### src/gat_defines.svh
/* Size, width and depth macros of the graph-attention core */
`ifndef GAT_DEFINES_SVH
`define GAT_DEFINES_SVH

// ==================================================
// Graph and feature sizes
// ==================================================
`define GAT_DATA_WIDTH      8
`define GAT_NUM_FEATURE_IN  16
`define GAT_NUM_FEATURE_OUT 4
`define GAT_MAX_NODES       8
`define GAT_TOTAL_NODES     16

// Memory depths
`define GAT_H_DEPTH         128
`define GAT_WGT_DEPTH       18

// Datapath widths
`define GAT_WH_DATA_WIDTH   20
`define GAT_FEAT_WIDTH      32
`define GAT_LEAKY_SHIFT     3

// Field widths
`define GAT_COL_W           ($clog2(`GAT_NUM_FEATURE_IN))
`define GAT_ROW_LEN_W       ($clog2(`GAT_NUM_FEATURE_IN + 1))
`define GAT_NUM_NODE_W      ($clog2(`GAT_MAX_NODES + 1))

// Address widths
// Wh address is the bank bit above the node slot
`define GAT_H_ADDR_W        ($clog2(`GAT_H_DEPTH))
`define GAT_NODE_ADDR_W     ($clog2(`GAT_TOTAL_NODES))
`define GAT_WGT_ADDR_W      ($clog2(`GAT_WGT_DEPTH))
`define GAT_WH_ADDR_W       (1 + $clog2(`GAT_MAX_NODES))
`define GAT_FEAT_ADDR_W     ($clog2(`GAT_TOTAL_NODES))

`endif

### src/gat_types_pkg.sv
/* Datapath payload types: H nonzeros, node info, weight rows,
   Wh elements, rows and entries, attention coefficients */
`include "gat_defines.svh"

package gat_types_pkg;

  // One nonzero of a sparse H row
  typedef struct packed {
    logic signed [`GAT_DATA_WIDTH-1:0] val;
    logic [`GAT_COL_W-1:0]             col;
  } h_data_t;

  // Per-node info where flag marks the source of a subgraph
  typedef struct packed {
    logic [`GAT_ROW_LEN_W-1:0]  row_len;
    logic [`GAT_NUM_NODE_W-1:0] num_node;
    logic                       flag;
  } node_info_t;

  // One W row with W[row][k] in lane k
  typedef logic [`GAT_NUM_FEATURE_OUT-1:0][`GAT_DATA_WIDTH-1:0] wgt_row_t;

  typedef logic signed [`GAT_WH_DATA_WIDTH-1:0] wh_elem_t;
  typedef wh_elem_t [`GAT_NUM_FEATURE_OUT-1:0] wh_row_t;

  // Wh row as stored in the ping-pong buffer
  typedef struct packed {
    wh_row_t                    wh;
    logic [`GAT_NUM_NODE_W-1:0] num_node;
    logic                       flag;
  } wh_entry_t;

  typedef logic signed [`GAT_FEAT_WIDTH-1:0] coef_t;

endpackage

### src/gat_ctrl_pkg.sv
/* State encodings of the controller, the SpMM engine and the DMVM unit */
package gat_ctrl_pkg;

  typedef enum logic [1:0] {
    IDLE,
    RUN,
    DRAIN,
    DONE
  } ctrl_state_t;

  typedef enum logic [2:0] {
    SP_IDLE,
    SP_FETCH,
    SP_NODE,
    SP_NNZ,
    SP_WGT,
    SP_WRITE
  } spmm_state_t;

  typedef enum logic [2:0] {
    DM_IDLE,
    DM_SRC,
    DM_ADST,
    DM_MEMBER,
    DM_WRITE
  } dmvm_state_t;

endpackage

### src/spmm_engine.sv
/* Sparse H times dense W engine, writes one Wh entry per node of a
   subgraph into the selected ping-pong bank */
`timescale 1ns/1ps
`include "gat_defines.svh"

module spmm_engine
  import gat_types_pkg::*;
  import gat_ctrl_pkg::*;
(
  input  logic                        clk,
  input  logic                        rst_n,
  input  logic                        start,
  input  logic                        bank,
  output logic [`GAT_NODE_ADDR_W-1:0] node_addr,
  input  node_info_t                  node_info,
  output logic [`GAT_H_ADDR_W-1:0]    h_addr,
  input  h_data_t                     h_data,
  output logic [`GAT_WGT_ADDR_W-1:0]  wgt_addr,
  input  wgt_row_t                    wgt_row,
  output logic                        wh_wr_en,
  output logic [`GAT_WH_ADDR_W-1:0]   wh_wr_addr,
  output wh_entry_t                   wh_wr_data,
  output logic                        done,
  output logic                        last,
  output logic [`GAT_FEAT_ADDR_W-1:0] base_node
);

  spmm_state_t                        state;
  logic [`GAT_NODE_ADDR_W-1:0]        node_ptr;
  logic [`GAT_H_ADDR_W-1:0]           h_ptr;
  logic                               wh_bank;
  logic [`GAT_NUM_NODE_W-1:0]         slot;
  logic [`GAT_NUM_NODE_W-1:0]         count;
  logic [`GAT_ROW_LEN_W-1:0]          remaining;
  logic signed [`GAT_DATA_WIDTH-1:0]  h_val;
  wh_row_t                            acc;
  logic [`GAT_NUM_NODE_W-1:0]         cur_num;
  logic                               cur_flag;
  logic                               slot_last;
  logic                               node_last;

  // Running pointers drive the read ports directly
  assign node_addr = node_ptr;
  assign h_addr    = h_ptr;
  assign wgt_addr  = {{(`GAT_WGT_ADDR_W - `GAT_COL_W){1'b0}}, h_data.col};

  assign slot_last  = (slot + 1'b1 == count);
  assign node_last  = (node_ptr == `GAT_TOTAL_NODES - 1);
  assign wh_wr_en   = (state == SP_WRITE);
  assign wh_wr_addr = {wh_bank, slot[`GAT_WH_ADDR_W-2:0]};
  assign wh_wr_data = '{wh: acc, num_node: cur_num, flag: cur_flag};
  assign done       = wh_wr_en && slot_last;
  assign last       = done && node_last;

  always_ff @(posedge clk) begin
    if (!rst_n) begin
      state     <= SP_IDLE;
      node_ptr  <= '0;
      h_ptr     <= '0;
      wh_bank   <= 1'b0;
      slot      <= '0;
      count     <= '0;
      base_node <= '0;
    end else begin
      case (state)
        SP_IDLE: begin
          if (start) begin
            wh_bank   <= bank;
            base_node <= node_ptr;
            slot      <= '0;
            state     <= SP_NODE;
          end
        end
        // Wait for the node info read
        SP_FETCH: state <= SP_NODE;
        SP_NODE: begin
          if (slot == '0) begin
            count <= node_info.num_node;
          end
          remaining <= node_info.row_len;
          cur_num   <= node_info.num_node;
          cur_flag  <= node_info.flag;
          acc       <= '0;
          state     <= (node_info.row_len == '0) ? SP_WRITE : SP_NNZ;
        end
        SP_NNZ: begin
          h_val     <= h_data.val;
          h_ptr     <= h_ptr + 1'b1;
          remaining <= remaining - 1'b1;
          state     <= SP_WGT;
        end
        // W row of this nonzero's column is valid here
        SP_WGT: begin
          for (int k = 0; k < `GAT_NUM_FEATURE_OUT; k++) begin
            acc[k] <= $signed(acc[k]) + h_val * $signed(wgt_row[k]);
          end
          state <= (remaining == '0) ? SP_WRITE : SP_NNZ;
        end
        SP_WRITE: begin
          slot     <= slot + 1'b1;
          node_ptr <= node_ptr + 1'b1;
          if (slot_last) begin
            state <= SP_IDLE;
            // Rewind for the next run
            if (node_last) begin
              node_ptr <= '0;
              h_ptr    <= '0;
            end
          end else begin
            state <= SP_FETCH;
          end
        end
        default: state <= SP_IDLE;
      endcase
    end
  end

  a_row_len: assert property (@(posedge clk) disable iff (!rst_n)
    state == SP_NODE |-> node_info.row_len <= `GAT_NUM_FEATURE_IN)
    else $error("Row length %0d too large", node_info.row_len);

  a_num_node: assert property (@(posedge clk) disable iff (!rst_n)
    (state == SP_NODE && node_info.flag) |->
      (node_info.num_node >= 1 && node_info.num_node <= `GAT_MAX_NODES))
    else $error("Subgraph size %0d out of range", node_info.num_node);

endmodule

### config.mk
export PLATFORM = sky130hd
export DESIGN_NAME = spmm_engine
export DESIGN_NICKNAME = d
export VERILOG_FILES = /design/src/gat_types_pkg.sv /design/src/gat_ctrl_pkg.sv /design/src/spmm_engine.sv
export VERILOG_INCLUDE_DIRS = /design/src
export SDC_FILE = /design/constraint.sdc
export NUM_CORES = 1
export LEC_CHECK = 0
export ABC_AREA = 0
export BUFFER_PORTS_ARGS = -buffer_cell sky130_fd_sc_hd__buf_2
export CORE_ASPECT_RATIO = 1.25
export CORE_UTILIZATION = 62
export DETAILED_ROUTE_END_ITERATION = 6
export PLACE_DENSITY = 0.83
export SLEW_MARGIN = 40
export SYNTH_ARGS = -nofsm -noshare
export SYNTH_HDL_FRONTEND = slang
export SYNTH_SLANG_ARGS = --single-unit
### constraint.sdc
create_clock -name clk -period 12.04 [get_ports clk]
set_clock_uncertainty 0.1 [all_clocks]
set_input_delay 1.204 -clock clk [delete_from_list [all_inputs] [get_ports clk]]
set_output_delay 1.204 -clock clk [all_outputs]
set_load 0.05 [all_outputs]
[Word-level counts from Yosys, hierarchy flattened]
Cells that the tools add are included.
Operators by class
  add/sub/neg operators: 8
  $mul: 4
  eq/ne operators: 10
  multiplexer cells: 14
  reduce and logical (&&, ||, !) cells: 18
Operator list (count)
  one-hot mux 80 bit (2 select lines): 1
  adder 20 x 16 -> 20 bit: 4
  multiplier 8 x 8 -> 16 bit: 4
  one-hot mux 3 bit (6 select lines): 1
  2-to-1 mux 7 bit: 2
  one-hot mux 7 bit (2 select lines): 1
  AND reduction 2 bit: 7
  2-to-1 mux 4 bit: 3
  zero test 5 bit: 2
  one-hot mux 5 bit (2 select lines): 1
  2-to-1 mux 3 bit: 3
  adder 4 x 1 -> 4 bit, second input constant: 2
  one-hot mux 4 bit (2 select lines): 1
  nonzero test 2 bit: 4
  adder 7 x 1 -> 7 bit, second input constant: 1
  == test 3 x 2 -> 1 bit, second input constant: 2
  == test 3 bit, second input constant: 2
  subtractor 5 x 1 -> 5 bit, second input constant: 1
  == test 4 bit: 1
  == test 4 bit, second input constant: 1
  zero test 4 bit: 1
  inequality test 2 x 1 -> 1 bit, second input constant: 2
  == test 3 x 1 -> 1 bit, second input constant: 1
  zero test 3 bit: 1
  other kinds (4): 5
Storage, ports and cells
  register bits after elaboration: 125
  input bits: 58
  logic and storage cells: 69

[Depth between registers and ports, before layout]
  depth after elaboration: 4
  mapped depth: 19
  depth with buffers taken out: 18

[Worst setup path after synthesis]
Ideal clock, no wire load.
  path type: input-to-reg
  start: input wgt_row[8] (netlist name)
  end: register acc, in the netlist wh_wr_data[43] (data pin)
  library setup time: 0.268 ns
  arrival time: 5.716 ns
  path slack: 5.956 ns
  stages on the path: 15
  path buffers: 0
  path through: and2_1 -> inv_1 -> fa_1 -> inv_1 -> fa_1 -> fa_1 -> fa_1 -> fa_1 -> ha_1 -> o21a_1 -> a21oi_2 -> o21ai_2 -> a2111oi_4 -> o21ai_0 -> nor3b_2
On the way
  cells in the longest elaborated chain, start to end: 3
Ends and longest elaborated chain
  start, declared: RTL line spmm_engine.sv:19  | input wgt_row_t wgt_row,
  multiplier 8 x 8 -> 16 bit: RTL line spmm_engine.sv:95  | acc[k] <= $signed(acc[k]) + h_val * $signed(wgt_row[k]);
  adder 20 x 16 -> 20 bit: RTL line spmm_engine.sv:95
  one-hot mux 80 bit (2 select lines): RTL line spmm_engine.sv:65  | case (state)
  end signal, assigned by index: RTL line spmm_engine.sv:95
  end, declared: RTL line spmm_engine.sv:36  | wh_row_t acc;
Every way passes these cells.
A chain may end at the register's enable or synchronous reset.

[Worst setup path in the final report]
  start: input wgt_row[0] (netlist name)
  end: register acc, in the netlist wh_wr_data[24] (data pin)
The elaborated chain is that of the path after synthesis.

==> run_results.csv <==
group,metric,value,unit
floorplanning,ios,170,
timing,drv_slew,0,
pwr,vdd_drop_max,0.134,mV
synthesis,yosysWarnings,0,
clock_network,cts_hold_buffers,0,
placement,gp_congestion,0.934,
placement,post-place-ws,5.28,ns
synthesis,synth.distinct_cells,72,
worst_setup_path,cp_data_required_time,12.11,ns
worst_setup_path,critPathMaxStageDelay,0.60,ns
worst_setup_path,path_cells,"buf_2 > and2_2 > inv_1 > fa_1 > inv_1 > fa_1 > fa_1 > fa_1 > fa_1 > ha_1 > o21ai_0 > o21ai_1 > a2111oi_2 > o31ai_1 > xnor2_1 > nor2_1",
synthesis,yosysTopAreaCell,"fa_1",
clock_network,clkLatencyLatePin,0.44,ns
placement,place_inst,2375,
detailed_routing,wl,42.9,mm
detailed_routing,drt_iter0_markers,906,
pwr,power.leakage,0.0104,uW
finish,fin_area,20900,um2
global_route,grt-ovfl-total,0,
floorplanning,rows,71,
floorplanning,fp.coreArea,30200,um2
finish,drive_gt1_share,11.7,%
timing,max_freq,165,MHz
timing,holdWs,0.395,ns
placement,place_area,20300,um2
floorplanning,die_w,159,um
timing,tightestPinTransition,0.876,ns
pwr,power_density,170,nW/um2
timing,final.setup.worst_slack,5.98,ns
worst_setup_path,path_class,"input pin to flop",
timing,period_needed,6.06,ns
clock_network,cts_sinks,125,
finish,areaGrowthSynthToFinish,9.27,%
hold_path,hold_class,"flop to flop",
synthesis,syn-num-nets,2454,
clock_network,cts_setup_buffers,0,
clock_network,root_buffer,"clkbuf_16",
worst_setup_path,rr_worst_depth,16,
synthesis,synth.top_cell.area_share,36.9,%
finish,final_nets,2592,
global_route,grt_max_degree,81,
synthesis,synthArstFlopShare,0,%
global_route,grt_pass1_wl,72.0,mm
run_status,status,"complete, no violations",
finish,final_cells,2414,
clock_network,clk_pin_slew,0.07,ns
placement,port_buffers,160,
synthesis,ys.flop_type,"edfxtp_1",
timing,rsz0062_at_grt,"false",
detailed_routing,drcViolationCount,0,
worst_setup_path,cp.arrival,6.13,ns
synthesis,synth_seq_cells,125,
detailed_routing,post_drt_wl_per_cell,17.8,um
timing,finalHoldViolations,0,
synthesis,synth.area.top_cells,"fa_1, edfxtp_1, ha_1",
synthesis,synth_area,19100,um2
synthesis,ys_seq_area_share,18.2,%
clock_network,cts_buffers,17,
floorplanning,initial_utilization,63.3,%
global_route,track_usage,29.0,%
timing,min_period_over_period,50.3,%
worst_setup_path,worstPathMaxFanout,13,
detailed_routing,via_per_inst,5.61,
timing,relSlewSlack,41.6,%
synthesis,syn_inst,1855,
clock_network,cts_resized,0,
worst_setup_path,slowest_stage,"a2111oi_2",
detailed_routing,dr_total_vias,13551,
floorplanning,die_h,198,um
timing,setup_tns,0,ns
floorplanning,die_area,31500,um2
worst_setup_path,cp-start-kind,"input pin",
timing,setup_viol,0,
worst_setup_path,endpoint_kind,"flop",
worst_setup_path,crit_path_frequent_cell,"fa_1",
clock_network,htreeDepth,4,
detailed_routing,ant_nets,0,
placement,dp_hpwl,34.1,mm
global_route,antenna_found_initial,7,
synthesis,synth_edf_count,98,
synthesis,avgSynthCellArea,10.3,um2
clock_network,cts_tree,"yes",
detailed_routing,drtPass1Iterations,7,
clock_network,ctsLongestPathBuffers,2,
finish,fillers,2192,
global_route,grt_pass1_vias,15221,
hold_path,hold-path-cell-count,2,
job,drv_cap,0,
==> registers in the layout, indices dropped and copies added, names as in the netlist <==
register / cells
count: 4
wh_wr_data: 80
cur_flag: 1
cur_num: 4
h_addr: 7
slot: 4
h_val: 8
wh_bank: 1
node_addr: 4
base_node: 4
state: 3
remaining: 5
==> cells in the mapped netlist, types with 14 or more instances <==
| cell type | number |
|---|---|
| inv_1 | 355 |
| fa_1 | 352 |
| ha_1 | 189 |
| and2_1 | 140 |
| nand2_1 | 133 |
| nor2_1 | 101 |
| edfxtp_1 | 98 |
| xnor2_1 | 59 |
| o21ai_0 | 44 |
| clkbuf_1 | 41 |
| a21oi_1 | 39 |
| and3_1 | 32 |
| dfxtp_1 | 27 |
| a21o_1 | 21 |
| xor2_1 | 21 |
| nor3_1 | 19 |
| nand2b_1 | 14 |
==> cells in the final DEF, fill, tap and decap left out, drive strengths merged, types with 5 or more instances in the layout <==
| cell | netlist | routed |
|---|---|---|
| or3 | 5 | 5 |
| mux2i | 13 | 13 |
| clkbuf | 41 | 19 |
| o21bai | 11 | 11 |
| nor2 | 102 | 102 |
| a31oi | 5 | 5 |
| diode | 0 | 7 |
| and2 | 141 | 141 |
| nand2 | 133 | 133 |
| edfxtp | 98 | 98 |
| clkinv | 4 | 6 |
| inv | 356 | 367 |
| xnor2 | 59 | 59 |
| a21oi | 40 | 40 |
| ha | 189 | 189 |
| dfxtp | 27 | 27 |
| a21boi | 5 | 5 |
| nor3 | 19 | 19 |
| buf | 14 | 174 |
| a21o | 21 | 21 |
| a211oi | 13 | 13 |
| o21ai | 48 | 48 |
| nor2b | 13 | 13 |
| nand4 | 6 | 6 |
| nand2b | 14 | 14 |
| o21a | 13 | 13 |
| nand3 | 11 | 11 |
| and3 | 33 | 33 |
| xor2 | 21 | 21 |
| fa | 352 | 352 |
==> kinds of logic (layout without fill, tap and decap cells) <==
logic type	Yosys count	count (layout)	share of synthesized area, %
AND/OR/NAND/NOR	498	498	13.4
adder cells (fa/ha/maj)	541	541	49.2
buffers and inverters	415	566	8.35
multiplexers	13	13	0.681
flip-flops	125	125	18.2
AO/OA/AOI/OAI	182	182	6.45
XOR/XNOR	80	80	3.66
other	1	8	0.0196
==> layout make-up <==
| class | count | area (um2) | share of cell area (%) |
|---|---|---|---|
| Tap cell | 401 | 502 | 2.40 |
| Clock buffer | 19 | 454 | 2.17 |
| Multi-Input combinational cell | 1315 | 14000 | 67.2 |
| Clock inverter | 13 | 118 | 0.563 |
| Sequential cell | 125 | 3480 | 16.7 |
| Inverter | 360 | 1350 | 6.47 |
| Antenna cell | 7 | 17.5 | 0.0838 |
| Timing Repair Buffer | 174 | 917 | 4.39 |
==> worst max-delay path, delay by kind of cell <==
family | cells | cell delay (ns)
AND/OR/NAND/NOR | 2 | 0.53
XOR/XNOR | 1 | 0.21
adder cells (fa/ha/maj) | 6 | 2.77
AO/OA/AOI/OAI | 4 | 1.06
buffers and inverters | 3 | 0.34
==> stage by stage <==
stage | util, % | total power (uW)
after CTS | 69.1 | 3550
final | 69.2 | 3560
after global placement | 67.1 | 2870
after floorplan | - | 2480
after detailed placement | 67.2 | 2990
after global routing | 69.1 | 3900
==> power breakdown <==
part           internal (uW)  total, uW  leakage, uW  switching (uW)
registers                487        503      0.00115            16.1
logic                   1080       2530      0.00894            1450
clock network            285        522     0.000287             236
==> final timing paths <==
path                                from                      endpoint  slack, ns
setup / recovery              wgt_row[0]  wh_wr_data[24]$_SDFFCE_PN0P_       5.98
hold / removal    h_addr[1]$_SDFFE_PN0P_        h_addr[1]$_SDFFE_PN0P_       0.39
setup reg to reg      h_val[7]$_DFFE_PP_  wh_wr_data[24]$_SDFFCE_PN0P_       6.16
hold reg to reg   h_addr[1]$_SDFFE_PN0P_        h_addr[1]$_SDFFE_PN0P_       0.39
==> routing by layer <==
metal  vias to the layer above  GRT usage, %  share of wire (%)
met5                         -             0              0.079
met4                         6          13.6                3.8
met3                       126          4.75                6.1
met2                       503          54.0                 54
met1                      6806          32.5                 36
li1                       6110             -                  -
(Power assumes the default switching activity.)
